==> config.mk <==
export PLATFORM = sky130hd
export DESIGN_NAME = control_rom
export DESIGN_NICKNAME = d
export VERILOG_FILES = /design/src/cpu_pkg.sv /design/src/control_rom.sv
export SDC_FILE = /design/constraint.sdc
export NUM_CORES = 1
export LEC_CHECK = 0
export ABC_AREA = 1
export BUFFER_PORTS_ARGS = -buffer_cell sky130_fd_sc_hd__clkbuf_2
export CAP_MARGIN = 10
export CORE_MARGIN = 1.5
export CORE_UTILIZATION = 38
export DETAILED_ROUTE_END_ITERATION = 16
export PLACE_DENSITY = 0.84
export SLEW_MARGIN = 40
export SYNTH_ARGS = -nofsm -noshare
export SYNTH_HDL_FRONTEND = slang
export SYNTH_SLANG_ARGS = --single-unit
export TNS_END_PERCENT = 30
==> constraint.sdc <==
create_clock -name vclk -period 1.5
set_input_delay 0.3 -clock vclk [all_inputs]
set_output_delay 0.3 -clock vclk [all_outputs]
set_load 0.01 [all_outputs]
==> src/cpu_pkg.sv <==
`default_nettype none

package cpu_pkg;

  localparam int MAX_CYCLES    = 4;
  localparam int RAM_ADDR_BITS = 10;

  // Bit positions in F
  localparam int FLAG_Z = 7;
  localparam int FLAG_N = 6;
  localparam int FLAG_H = 5;
  localparam int FLAG_C = 4;

  localparam logic [15:0] RESET_SP = 16'hFFFE;

  typedef enum logic [1:0] {
    T1,
    T2,
    T3,
    T4
  } t_phase_t;

  typedef enum logic [1:0] {
    ADDR_PC,
    ADDR_SP,
    ADDR_HL
  } addr_src_t;

  typedef enum logic [1:0] {
    DATA_BUS_OP_READ,
    DATA_BUS_OP_WRITE,
    DATA_BUS_OP_ALU_ONLY
  } data_bus_op_t;

  typedef enum logic [3:0] {
    REG_A,
    REG_B,
    REG_C,
    REG_D,
    REG_E,
    REG_H,
    REG_L,
    REG_F,
    REG_IR,
    REG_NONE
  } reg_sel_t;

  typedef enum logic [1:0] {
    IDU_NONE,
    IDU_INC,
    IDU_DEC
  } idu_op_t;

  typedef enum logic [2:0] {
    ALU_NONE,
    ALU_ADD,
    ALU_SUB,
    ALU_AND,
    ALU_XOR,
    ALU_OR,
    ALU_INC
  } alu_op_t;

  typedef struct packed {
    addr_src_t    addr_src;
    data_bus_op_t data_bus_op;
    reg_sel_t     data_bus_sel;  // Read destination or write source
    idu_op_t      idu_op;        // Applied to the addr_src register at T4
    alu_op_t      alu_op;
    reg_sel_t     alu_dst;
    reg_sel_t     alu_src;
    logic         halt;
  } cycle_word_t;

  typedef logic [$clog2(MAX_CYCLES)-1:0] cycle_count_t;

  typedef struct packed {
    cycle_count_t                       num_cycles;  // Index of last cycle
    cycle_word_t [MAX_CYCLES-1:0] cycles;
  } control_word_t;

  typedef struct packed {
    logic [7:0]  a;
    logic [7:0]  flags;
    logic [7:0]  b;
    logic [7:0]  c;
    logic [7:0]  d;
    logic [7:0]  e;
    logic [7:0]  h;
    logic [7:0]  l;
    logic [7:0]  ir;
    logic [15:0] pc;
    logic [15:0] sp;
  } cpu_regs_t;

  typedef struct packed {
    logic        valid;
    logic [15:0] addr;
    logic [7:0]  data;
  } mem_write_t;

  typedef struct packed {
    logic                     en;
    logic [RAM_ADDR_BITS-1:0] addr;
    logic [7:0]               data;
  } mem_load_t;

  // Opcode fetch that closes every instruction
  localparam cycle_word_t FETCH_CYCLE = '{
    addr_src:     ADDR_PC,
    data_bus_op:  DATA_BUS_OP_READ,
    data_bus_sel: REG_IR,
    idu_op:       IDU_INC,
    alu_op:       ALU_NONE,
    alu_dst:      REG_NONE,
    alu_src:      REG_NONE,
    halt:         1'b0
  };

  localparam control_word_t NOP_WORD = '{
    num_cycles: '0,
    cycles:     {MAX_CYCLES{FETCH_CYCLE}}
  };

endpackage

`default_nettype wire

==> src/control_rom.sv <==
`timescale 1ns/1ps
`default_nettype none

module control_rom import cpu_pkg::*; (
  input  wire logic [7:0]    opcode,
  output control_word_t      control_word
);

  // Single bus cycle with no ALU work
  function automatic cycle_word_t bus_cycle(addr_src_t src, data_bus_op_t op,
                                            reg_sel_t sel, idu_op_t idu);
    cycle_word_t cw;
    cw = FETCH_CYCLE;
    cw.addr_src     = src;
    cw.data_bus_op  = op;
    cw.data_bus_sel = sel;
    cw.idu_op       = idu;
    return cw;
  endfunction

  function automatic control_word_t with_fetch(cycle_word_t first_cycle);
    control_word_t cw;
    cw = NOP_WORD;
    cw.num_cycles = 1;
    cw.cycles[0]  = first_cycle;
    cw.cycles[1]  = FETCH_CYCLE;
    return cw;
  endfunction

  // ALU op overlaps the next fetch
  function automatic control_word_t alu_word(alu_op_t op, reg_sel_t src);
    control_word_t cw;
    cw = NOP_WORD;
    cw.cycles[0].alu_op  = op;
    cw.cycles[0].alu_dst = REG_A;
    cw.cycles[0].alu_src = src;
    return cw;
  endfunction

  always_comb begin
    control_word = NOP_WORD;
    case (opcode)
      8'h06: control_word = with_fetch(bus_cycle(ADDR_PC, DATA_BUS_OP_READ, REG_B, IDU_INC));
      8'h0E: control_word = with_fetch(bus_cycle(ADDR_PC, DATA_BUS_OP_READ, REG_C, IDU_INC));
      8'h16: control_word = with_fetch(bus_cycle(ADDR_PC, DATA_BUS_OP_READ, REG_D, IDU_INC));
      8'h1E: control_word = with_fetch(bus_cycle(ADDR_PC, DATA_BUS_OP_READ, REG_E, IDU_INC));
      8'h26: control_word = with_fetch(bus_cycle(ADDR_PC, DATA_BUS_OP_READ, REG_H, IDU_INC));
      8'h2E: control_word = with_fetch(bus_cycle(ADDR_PC, DATA_BUS_OP_READ, REG_L, IDU_INC));
      8'h3E: control_word = with_fetch(bus_cycle(ADDR_PC, DATA_BUS_OP_READ, REG_A, IDU_INC));
      8'h22: control_word = with_fetch(bus_cycle(ADDR_HL, DATA_BUS_OP_WRITE, REG_A, IDU_INC));
      8'h77: control_word = with_fetch(bus_cycle(ADDR_HL, DATA_BUS_OP_WRITE, REG_A, IDU_NONE));
      8'h3C: control_word = alu_word(ALU_INC, REG_A);
      8'h80: control_word = alu_word(ALU_ADD, REG_B);
      8'h90: control_word = alu_word(ALU_SUB, REG_B);
      8'hA0: control_word = alu_word(ALU_AND, REG_B);
      8'hA8: control_word = alu_word(ALU_XOR, REG_B);
      8'hB0: control_word = alu_word(ALU_OR, REG_B);
      8'h76: begin  // HALT has no fetch
        control_word.cycles[0]      = bus_cycle(ADDR_PC, DATA_BUS_OP_ALU_ONLY, REG_NONE, IDU_NONE);
        control_word.cycles[0].halt = 1'b1;
      end
      8'hF5: begin
        control_word.num_cycles = 3;
        // Pre-decrement SP, then high byte first
        control_word.cycles[0] = bus_cycle(ADDR_SP, DATA_BUS_OP_ALU_ONLY, REG_NONE, IDU_DEC);
        control_word.cycles[1] = bus_cycle(ADDR_SP, DATA_BUS_OP_WRITE, REG_A, IDU_DEC);
        control_word.cycles[2] = bus_cycle(ADDR_SP, DATA_BUS_OP_WRITE, REG_F, IDU_NONE);
        control_word.cycles[3] = FETCH_CYCLE;
      end
      default: control_word = NOP_WORD;  // NOP and anything unsupported
    endcase
  end

endmodule

`default_nettype wire

==> metrics.txt <==
synth-to-layout area growth 36.9%; core box area ~0.0025 mm2; DRT Wirelength between 2 and 2.5 mm; fillcell total 258; Final Total Pwr 0.258 mW; first-pass GRT wire length 3.06 mm; routability cong. 0.866; final core occ a little over half; GR Layer Usage met1 between 10% and 20%; outcome finished with violations; post-route ant nets 0; die width approximately 54 um; Hold/Removal Path Class in -> out; HPWL after DPL approximately 1.5 mm; Placed Instances roughly 230; Synth Instances about 170; Req. time, crit path 1200 ps; count leader, synth buf_4; type of origin of the critical path primary input; DR WL/cell about 8.9 um; Hold Slack 972 ps; maximum vdd ir drop ~0.090 mV; cts hold-fix bufs 0; Top Ports 98; top post-synthesis cells by area buf_4, nand2_1, nor2_1; Final #Nets ~220; Max Cap Viol 0; Post-Layout Cell Count about 240; Seq cells 0; Yosys cell types 15; n_diodes 0; share of the synthesized area in the top cell type ~56%; Setup WS pre-CTS -100 ps; port bufs 40; GRT Util Overall between 10% and 20%; CP Capture Type output pin; Worst Path Arrival approximately 1300 ps; layout cells sized above 1 54.6%; Overflow after GRT 0; violated checks setup timing; power per cell area roughly 190 mW/mm2; M3 GR Usage 0.278%; global routing's busiest layer met2; Seq/Total Area, Yosys 0%; row count 18; Iter 0 DRT Violations 9; Max Fclk ~630 MHz; number of remaining DRC errors 0; Final Hold Viols 0; register area 0 um2; largest net degree at the start of global routing 10; CP Max Fanout 4; Initial Utilization around two fifths; Pins Over Slew Limit 0; Post-Syn Area just under 0.001 mm2; Warnings, synthesis 0; WS Path Type in -> out; Die Area 0.00291 mm2; vias in the first global route 730; multi-input combinational cell area 756 um2; mean post-synth cell area roughly 5.9 um2; final count of negative-setup-slack endpoints 4; unrepaired setup endpoints after global routing true; initial antenna violation count 0; post-route cell area roughly 0.0014 mm2; via count slightly above 900; grt met2 use slightly below 30%; cell type with the largest total area after synthesis buf_4; final worst path period share 106%; clock buffers 0; Vias per Instance between 3 and 4; Setup TNS -205 ps; Die Height about 54 um; Period minus WS final 1590 ps; area of placed instances approximately 1000 um2; leakage power between 0.8 and 0.9 nW; setup ws final -92.3 ps; synth cell count leaders buf_4, nand2_1, nor2_1; DR pass1 iterations 4
==> power breakdown <==
part | internal [mW] | switching (mW) | total (mW)
Combinational | 0.0889 | 0.169 | 0.258
Clock | 0 | 0 | 0
Sequential | 0 | 0 | 0
Total | 0.0889 | 0.169 | 0.258
==> kinds of logic after synthesis <==
family	synth area share, %
other cells	0.762
simple gates	35.9
compound gates	1.65
buf+inv	61.7
==> repair_timing <==
action | in CTS | in global routing
buffers inserted | 2 | 2
endpoints found under the setup margin | 20 | 24
pin swaps | 26 | 23
gates resized for setup | 55 | 38
==> metal layers <==
metal | wire, um | part of all wire, %
met5 | 0 | 0
met4 | 18 | 0.85
met3 | 197 | 9.3
met2 | 1170 | 55
met1 | 736 | 35
==> layout by cell type (no fill, tap or decap), drive strengths merged <==
cell type  netlist  final
a31o             1      1
buf             73     28
clkbuf           0     30
clkinvlp         0      1
conb             2     58
inv             16     15
nand2           37     37
nand3            7      7
nand4            1      1
nor2            27     27
nor3             1      1
o211ai           1      1
==> final timing paths <==
path / start / end / slack (ps) / depth (start not counted)
worst min-delay path: opcode[5] / control_word[9] / 970 / 4
worst max-delay path: opcode[1] / control_word[12] / -90 / 11
==> cell type report <==
cell class                      count  share of cell area, %
Inverter                           16                   6.77
Multi-Input combinational cell    133                   56.0
Tap cell                           30                   2.78
Timing Repair Buffer               58                   34.5
==> critical path, cell delays in order <==
cell	delay [ps]
clkbuf_8	130
inv_4	40
nor2_2	180
nand2_1	90
nor2_1	150
nor2_2	70
nand2_1	60
nor2_1	40
nand3_1	60
nand2_1	50
buf_2	130
Note: power is estimated with default switching activity, not from simulation.
