### config.mk
export PLATFORM = sky130hd
export DESIGN_NAME = alu
export DESIGN_NICKNAME = d
export VERILOG_FILES = /design/src/cpu_pkg.sv /design/src/alu.sv
export SDC_FILE = /design/constraint.sdc
export NUM_CORES = 1
export LEC_CHECK = 0
export BUFFER_PORTS_ARGS = -buffer_cell sky130_fd_sc_hd__buf_2
export CORE_MARGIN = 4
export CORE_UTILIZATION = 30
export DETAILED_ROUTE_END_ITERATION = 8
export GPL_ROUTABILITY_DRIVEN = 1
export PLACE_DENSITY = 0.51
export SYNTH_ARGS = -nofsm -noshare
export SYNTH_HDL_FRONTEND = slang
export SYNTH_SLANG_ARGS = --single-unit
### constraint.sdc
create_clock -name vclk -period 6.1
set_input_delay 0 -clock vclk [all_inputs]
set_output_delay 0 -clock vclk [all_outputs]
set_load 0.01 [all_outputs]
### src/cpu_pkg.sv
`default_nettype none

package cpu_pkg;

  localparam int MAX_CYCLES    = 4;
  localparam int RAM_ADDR_BITS = 10;

  // Bit positions in F
  localparam int FLAG_Z = 7;
  localparam int FLAG_N = 6;
  localparam int FLAG_H = 5;
  localparam int FLAG_C = 4;

  localparam logic [15:0] RESET_SP = 16'hFFFE;

  typedef enum logic [1:0] {
    T1,
    T2,
    T3,
    T4
  } t_phase_t;

  typedef enum logic [1:0] {
    ADDR_PC,
    ADDR_SP,
    ADDR_HL
  } addr_src_t;

  typedef enum logic [1:0] {
    DATA_BUS_OP_READ,
    DATA_BUS_OP_WRITE,
    DATA_BUS_OP_ALU_ONLY
  } data_bus_op_t;

  typedef enum logic [3:0] {
    REG_A,
    REG_B,
    REG_C,
    REG_D,
    REG_E,
    REG_H,
    REG_L,
    REG_F,
    REG_IR,
    REG_NONE
  } reg_sel_t;

  typedef enum logic [1:0] {
    IDU_NONE,
    IDU_INC,
    IDU_DEC
  } idu_op_t;

  typedef enum logic [2:0] {
    ALU_NONE,
    ALU_ADD,
    ALU_SUB,
    ALU_AND,
    ALU_XOR,
    ALU_OR,
    ALU_INC
  } alu_op_t;

  typedef struct packed {
    addr_src_t    addr_src;
    data_bus_op_t data_bus_op;
    reg_sel_t     data_bus_sel;  // Read destination or write source
    idu_op_t      idu_op;        // Applied to the addr_src register at T4
    alu_op_t      alu_op;
    reg_sel_t     alu_dst;
    reg_sel_t     alu_src;
    logic         halt;
  } cycle_word_t;

  typedef logic [$clog2(MAX_CYCLES)-1:0] cycle_count_t;

  typedef struct packed {
    cycle_count_t                       num_cycles;  // Index of last cycle
    cycle_word_t [MAX_CYCLES-1:0] cycles;
  } control_word_t;

  typedef struct packed {
    logic [7:0]  a;
    logic [7:0]  flags;
    logic [7:0]  b;
    logic [7:0]  c;
    logic [7:0]  d;
    logic [7:0]  e;
    logic [7:0]  h;
    logic [7:0]  l;
    logic [7:0]  ir;
    logic [15:0] pc;
    logic [15:0] sp;
  } cpu_regs_t;

  typedef struct packed {
    logic        valid;
    logic [15:0] addr;
    logic [7:0]  data;
  } mem_write_t;

  typedef struct packed {
    logic                     en;
    logic [RAM_ADDR_BITS-1:0] addr;
    logic [7:0]               data;
  } mem_load_t;

  // Opcode fetch that closes every instruction
  localparam cycle_word_t FETCH_CYCLE = '{
    addr_src:     ADDR_PC,
    data_bus_op:  DATA_BUS_OP_READ,
    data_bus_sel: REG_IR,
    idu_op:       IDU_INC,
    alu_op:       ALU_NONE,
    alu_dst:      REG_NONE,
    alu_src:      REG_NONE,
    halt:         1'b0
  };

  localparam control_word_t NOP_WORD = '{
    num_cycles: '0,
    cycles:     {MAX_CYCLES{FETCH_CYCLE}}
  };

endpackage

`default_nettype wire

### src/alu.sv
`timescale 1ns/1ps
`default_nettype none

module alu import cpu_pkg::*; (
  input  alu_op_t          op,
  input  wire logic [7:0]  a,
  input  wire logic [7:0]  b,
  input  wire logic [7:0]  flags_in,
  output logic      [7:0]  result,
  output logic      [7:0]  flags_out
);

  logic [8:0] sum;
  logic [4:0] half;  // Carry/borrow out of bit 3
  logic       z;
  logic       n;
  logic       h;
  logic       c;

  always_comb begin
    sum    = {1'b0, a};
    half   = {1'b0, a[3:0]};
    result = a;
    n      = flags_in[FLAG_N];
    h      = flags_in[FLAG_H];
    c      = flags_in[FLAG_C];
    case (op)
      ALU_ADD: begin
        sum  = {1'b0, a} + {1'b0, b};
        half = {1'b0, a[3:0]} + {1'b0, b[3:0]};
        n    = 1'b0;
        h    = half[4];
        c    = sum[8];
      end
      ALU_SUB: begin
        sum  = {1'b0, a} - {1'b0, b};
        half = {1'b0, a[3:0]} - {1'b0, b[3:0]};
        n    = 1'b1;
        h    = half[4];
        c    = sum[8];  // Borrow
      end
      ALU_INC: begin
        sum  = {1'b0, a} + 9'd1;
        half = {1'b0, a[3:0]} + 5'd1;
        n    = 1'b0;
        h    = half[4];  // C kept
      end
      default: ;
    endcase
    case (op)
      ALU_ADD, ALU_SUB, ALU_INC: result = sum[7:0];
      ALU_AND: result = a & b;
      ALU_XOR: result = a ^ b;
      ALU_OR:  result = a | b;
      default: result = a;
    endcase
    if (op == ALU_AND || op == ALU_XOR || op == ALU_OR) begin
      n = 1'b0;
      h = (op == ALU_AND);
      c = 1'b0;
    end
    z = (op == ALU_NONE) ? flags_in[FLAG_Z] : (result == 8'h00);
    flags_out         = 8'h00;  // Low nibble always zero
    flags_out[FLAG_Z] = z;
    flags_out[FLAG_N] = n;
    flags_out[FLAG_H] = h;
    flags_out[FLAG_C] = c;
  end

endmodule

`default_nettype wire

==> key figures, run 1 <==
Yosys
  – Yosys cell types: 65
  – Gate Count Post-Synth: 272
  – Top-area cell type share of the netlist area: 18.78%
  – Yosys warning count: 0
  – Syn Area/Cell: 7.102 µm²
  – Post-synth top area cell: ha_1
  – Ranking of synthesized cells by area: ha_1 19%, a21oi_1 6.2%, o21ai_0 6.2%
  – Seq/Total Area, Yosys: 0%
  – Post-synthesis cell area: 1932 µm²

Floorplanning
  – Die Wd: 88.25 µm
  – Die area: 7787 µm²
  – I/O pin count: 43
  – Site row count: 28
  – Die height: 88.25 µm
  – Core Box Area: 6096 µm²
  – Starting Density: 31.69%

Job
  – Max-Cap Viols: 0

Setup path
  – CP max stage cell: o311ai_0
  – Startpoint Class: primary input
  – Max stage delay on crit path: 530 ps
  – Worst Setup Path Type: primary input to output port
  – Critical path arrival: 2760 ps
  – Nature of the critical path endpoint: output port
  – Worst-path cell chain: buf_2, inv_1, ha_1, inv_1, fa_1, nor2b_1, o311ai_0, nor2_1, o21ai_0, a22oi_1, o32a_2, o31ai_2, buf_2
  – CP max FO: 9
  – Worst Path Required: 6100 ps

Power and ir drop
  – Peak VDD IR: 40.64 µV
  – Cell leakage power: 0.9010 nW
  – Power per Cell Area: 86.95 nW/µm²

Global route
  – Largest net degree at the start of global routing: 40
  – First-pass GRT wire length: 9.094 mm
  – Gr ovfl total: 0
  – GR Util All Layers: 14.32%
  – Antenna violations before repair: 0
  – Vias in the first global route: 1,809

Routing
  – Vias: 2,001
  – DR iter-0 viols: 140
  – Vias/cell: 5.528
  – Drt pass-1 iters: 4
  – DRC violations left: 0
  – ANT nets after route: 0
  – Routed Wire Length: 5.648 mm
  – DR WL/cell: 15.60 µm

STA
  – Slew margin rel.: 51.75%
  – Fin. Hold Viols: 0
  – Max-slew violations: 0
  – Crit share post-route: 45.24%
  – Fin crit period: 2759 ps
  – RSZ-0062 raised after global routing: no
  – Worst-Margin Slew: 723.7 ps
  – Setup TNS: 0 ps
  – Highest clock rate: 362.4 MHz
  – # setup viols final: 0
  – Hold slack: 296.1 ps

Clock network
  – Hold buffer count at cts: 0
  – Setup bufs post-CTS: 0
  – PostCTS Resize Cnt: 0

Min path
  – Min-Delay Path Class: primary input to output port

Place
  – # port buffers: 35
  – Post-DP Area: 2033 µm²
  – GP Congestion: 0.9285
  – HPWL after DPL: 4.393 mm

Status
  – Status: complete, no violations

Cells and area
  – Commonest non-fill, non-tap cell in the layout: buf_2
  – Clock buffer count in the final layout: 0
  – Post-route cell area: 2033 µm²
  – Seq_cells: 0
  – Sequential cell area: 0 µm²
  – Ant diodes: 0
  – Layout area overhead: 5.246%
  – Utilization after layout: 33.35%
  – Commonest non-fill, non-tap cells in the layout: 35 x buf_2, 29 x ha_1, 24 x o21ai_0, 24 x a21oi_1, 23 x inv_1
  – Share of cells above drive strength 1: 19.16%
  – Nets: 347
  – FILL cells: 696
-- metal layers --
metal	share of wire (%)	track usage, %	routed length, µm	vias to the layer above
met2	45	24.07	2544	68
met3	6.8	0.3724	385	2
li1	-	-	-	1015
met1	48	21.59	2710	916
met5	0	0	0	-
met4	0.14	0.2747	8	0
-- worst max-delay path, delay by kind of cell --
family | cells | cell delay [ps]
fa+ha+maj | 2 | 600
compound gates | 5 | 1390
buf+inv | 4 | 520
simple gates | 2 | 250
-- kinds of logic after synthesis --
| group | after synthesis | synth area share [%] |
|---|---|---|
| buffers and inverters | 48 | 14.31 |
| and+or+nand+nor | 73 | 21.89 |
| other | 1 | 0.1941 |
| AOI/OAI and AO/OA | 106 | 36.21 |
| adders and majority gates | 31 | 20.86 |
| xor gates and xnor gates | 10 | 4.923 |
| muxes | 3 | 1.619 |
-- cells in the mapped netlist, types with 2 or more instances --
cell,count
a221oi_1,2
nor3_1,8
o31ai_1,3
o22ai_1,6
o21ai_1,2
nand2b_1,2
nand2_1,11
a31oi_1,7
a211oi_1,3
o221ai_1,3
nor2_1,17
nor2b_1,8
o21ai_0,24
a22oi_1,3
xnor2_1,8
o31a_1,2
and3_1,3
inv_1,23
a2bb2oi_1,2
o22a_1,3
clkbuf_1,2
o21a_1,5
buf_2,3
nor3b_2,2
o32a_1,2
ha_1,29
buf_6,4
o21bai_1,3
mux2i_1,2
or2_2,2
fa_1,2
nand3b_1,2
nand3_1,4
or3_1,2
a21oi_1,24
a32oi_1,2
buf_4,14
-- through the flow --
step           total power, mW  instances  setup WS [ps]
2_1_floorplan           0.1353        275           3809
3_3_place_gp            0.1755        362           3317
3_5_place_dp            0.1753        362           3371
4_1_cts                 0.1762        362           3349
5_1_grt                 0.1979        362           3118
6_report                0.1768        362           3341
-- cell type report --
class / instances / area (µm²) / share of cell area, %
multi-input combinational: 227 / 1667 / 81.97
timing repair buffer: 36 / 182.7 / 8.985
tap: 75 / 93.84 / 4.615
inverter: 24 / 90.09 / 4.431
-- where the power goes --
part           internal, mW  total [mW]  switching, mW
clock network             0           0              0
registers                 0           0              0
logic                0.0729       0.177          0.104
total                0.0729       0.177          0.104
-- worst paths after layout --
| kind | to | startpoint | cells past startpoint |
|---|---|---|---|
| max | flags_out[7] | a[0] | 13 |
| min | flags_out[6] | flags_in[6] | 4 |
Note: power is estimated with default switching activity, not from simulation.
==> inputs of run 2 (changes only) <==
==> constraint.sdc (replaced) <==
create_clock -name vclk -period 2.8
set_input_delay 0 -clock vclk [all_inputs]
set_output_delay 0 -clock vclk [all_outputs]
set_load 0.01 [all_outputs]
==> run 2 against run 1 <==
- highest routed layer unchanged
- clock-buffer cell count unchanged
- combinational power increased by 130%
- flip-flop and latch count unchanged
- critical endpoint unchanged
- largest cell class unchanged
- worst setup slack got worse by 3100 ps
==> key figures, run 2 (synthesized netlist as in run 1, its figures left out) <==
Floorplanning
  – Core Box Area: 6096 µm² (unchanged)
  – Starting Density: 31.69% (unchanged)
  – Die height: 88.25 µm (unchanged)
  – Die area: 7787 µm² (unchanged)
  – I/O pin count: 43 (unchanged)
  – Site row count: 28 (unchanged)
  – Die Wd: 88.25 µm (unchanged)

STA
  – Worst setup margin: 192.0 ps (was 3341 ps)
  – Crit share post-route: 93.14%
  – # setup viols final: 0 (unchanged)
  – Fin crit period: 2608 ps
  – Setup TNS: 0 ps (unchanged)
  – Worst-Margin Slew: 505.6 ps (was 723.7 ps)
  – Slew margin rel.: 65.42% (was 51.75%)
  – Max-slew violations: 0 (unchanged)
  – Fin. Hold Viols: 0 (unchanged)
  – Highest clock rate: 383.4 MHz
  – RSZ-0062 raised after global routing: no (unchanged)

Power and ir drop
  – Power per Cell Area: 190.7 nW/µm² (was 86.95 nW/µm²)
  – Peak VDD IR: 68.75 µV (was 40.64 µV)
  – Cell leakage power: 0.9679 nW (was 0.9010 nW)
  – Pwr Total: 0.4079 mW (was 0.1768 mW)

Routing
  – Routed Wire Length: 5.957 mm (was 5.648 mm)
  – DRC violations left: 0 (unchanged)
  – Vias/cell: 5.572 (was 5.528)
  – Vias: 2,095 (was 2,001)
  – ANT nets after route: 0 (unchanged)
  – DR iter-0 viols: 191 (was 140)
  – DR WL/cell: 15.84 µm (was 15.60 µm)
  – Drt pass-1 iters: 4 (unchanged)

Cells and area
  – Commonest non-fill, non-tap cells in the layout: 35 x buf_2, 29 x ha_1, 24 x o21ai_0, 24 x a21oi_1, 23 x inv_1 (unchanged)
  – FILL cells: 679 (was 696)
  – Nets: 361 (was 347)
  – Commonest non-fill, non-tap cell in the layout: buf_2 (unchanged)
  – Layout area overhead: 10.69% (was 5.246%)
  – Seq_cells: 0 (unchanged)
  – Ant diodes: 0 (unchanged)
  – Clock buffer count in the final layout: 0 (unchanged)
  – Multi-input combinational cell area: 1667 µm² (unchanged)
  – Sequential cell area: 0 µm² (unchanged)
  – Share of cells above drive strength 1: 22.92% (was 19.16%)

Global route
  – Gr ovfl total: 0 (unchanged)
  – GR Util All Layers: 14.96% (was 14.32%)
  – Largest net degree at the start of global routing: 20 (was 40)
  – Vias in the first global route: 1,873 (was 1,809)
  – First-pass GRT wire length: 9.508 mm (was 9.094 mm)
  – Antenna violations before repair: 0 (unchanged)

Setup path
  – CP max stage cell: fa_1 (was o311ai_0)
  – Nature of the critical path endpoint: output port (unchanged)
  – Startpoint Class: primary input (unchanged)
  – CP max FO: 5 (was 9)
  – Worst Path Required: 2800 ps (was 6100 ps)
  – Worst-path cell chain: buf_2, inv_1, ha_1, inv_1, fa_1, nor2b_1, o311ai_0, buf_4, nor2_1, o21ai_0, a22oi_1, o32a_2, o31ai_2, buf_2 (was buf_2, inv_1, ha_1, inv_1, fa_1, nor2b_1, o311ai_0, nor2_1, o21ai_0, a22oi_1, o32a_2, o31ai_2, buf_2)
  – Max stage delay on crit path: 410 ps (was 530 ps)
  – Critical path arrival: 2610 ps (was 2760 ps)
  – Worst Setup Path Type: primary input to output port (unchanged)

Min path
  – Hold Crit Depth: 4 (unchanged)
  – Min-Delay Path Class: primary input to output port (unchanged)

Clock network
  – PostCTS Resize Cnt: 0 (unchanged)
  – Setup bufs post-CTS: 0 (unchanged)
  – Hold buffer count at cts: 0 (unchanged)

Status
  – Status: complete, no violations (unchanged)

Place
  – HPWL after DPL: 4.805 mm (was 4.393 mm)
  – Dpl ws: 200.9 ps (was 3371 ps)
  – GP Congestion: 0.9246 (was 0.9285)
  – # port buffers: 35 (unchanged)

Job
  – Max-Cap Viols: 0 (unchanged)
==> run 2: cell count changes in the layout (fill, tap and decap cells not counted), sizes merged <==
cell,change
buf,+14
==> run 2: worst max-delay path: cells and delay by family <==
kind / cells / cell delay (ps)
AO/OA/AOI/OAI: 5 / 1140
buffers and inverters: 5 / 640
adder cells (fa/ha/maj): 2 / 610
AND/OR/NAND/NOR: 2 / 200
==> run 2: metrics by stage <==
step	cells	utilization [%]	instance area [µm²]	hold slack, ps
final	376	35.08	2138	290.3
after global routing	376	35.08	2138	309.5
after CTS	376	35.08	2138	294.5
after detailed placement	376	35.08	2138	294.0
after global placement	376	35.08	2138	288.2
after floorplan	275	-	1943	149.1
==> run 2: area by class of cell <==
class | instances | share of cell area (%)
timing repair buffer | 50 | 13.46
tap | 75 | 4.389
multi-input combinational | 227 | 77.94
inverter | 24 | 4.213
==> run 2: per-layer routing <==
metal,GRT usage (%),share of wire (%),vias to the layer above
li1,-,-,1040
met1,22.18,49,996
met2,24.95,45,57
met3,1.304,6.0,2
met4,0.2747,0.25,0
met5,0,0,-
==> run 2: final timing paths <==
check,start,endpoint,slack (ps)
worst min-delay path,flags_in[6],flags_out[6],290
worst max-delay path,a[0],flags_out[7],190
==> run 2: power by group <==
part           switching (mW)  leakage, nW  internal (mW)
clock                       0            0              0
sequential                  0            0              0
combinational           0.234        0.968          0.174
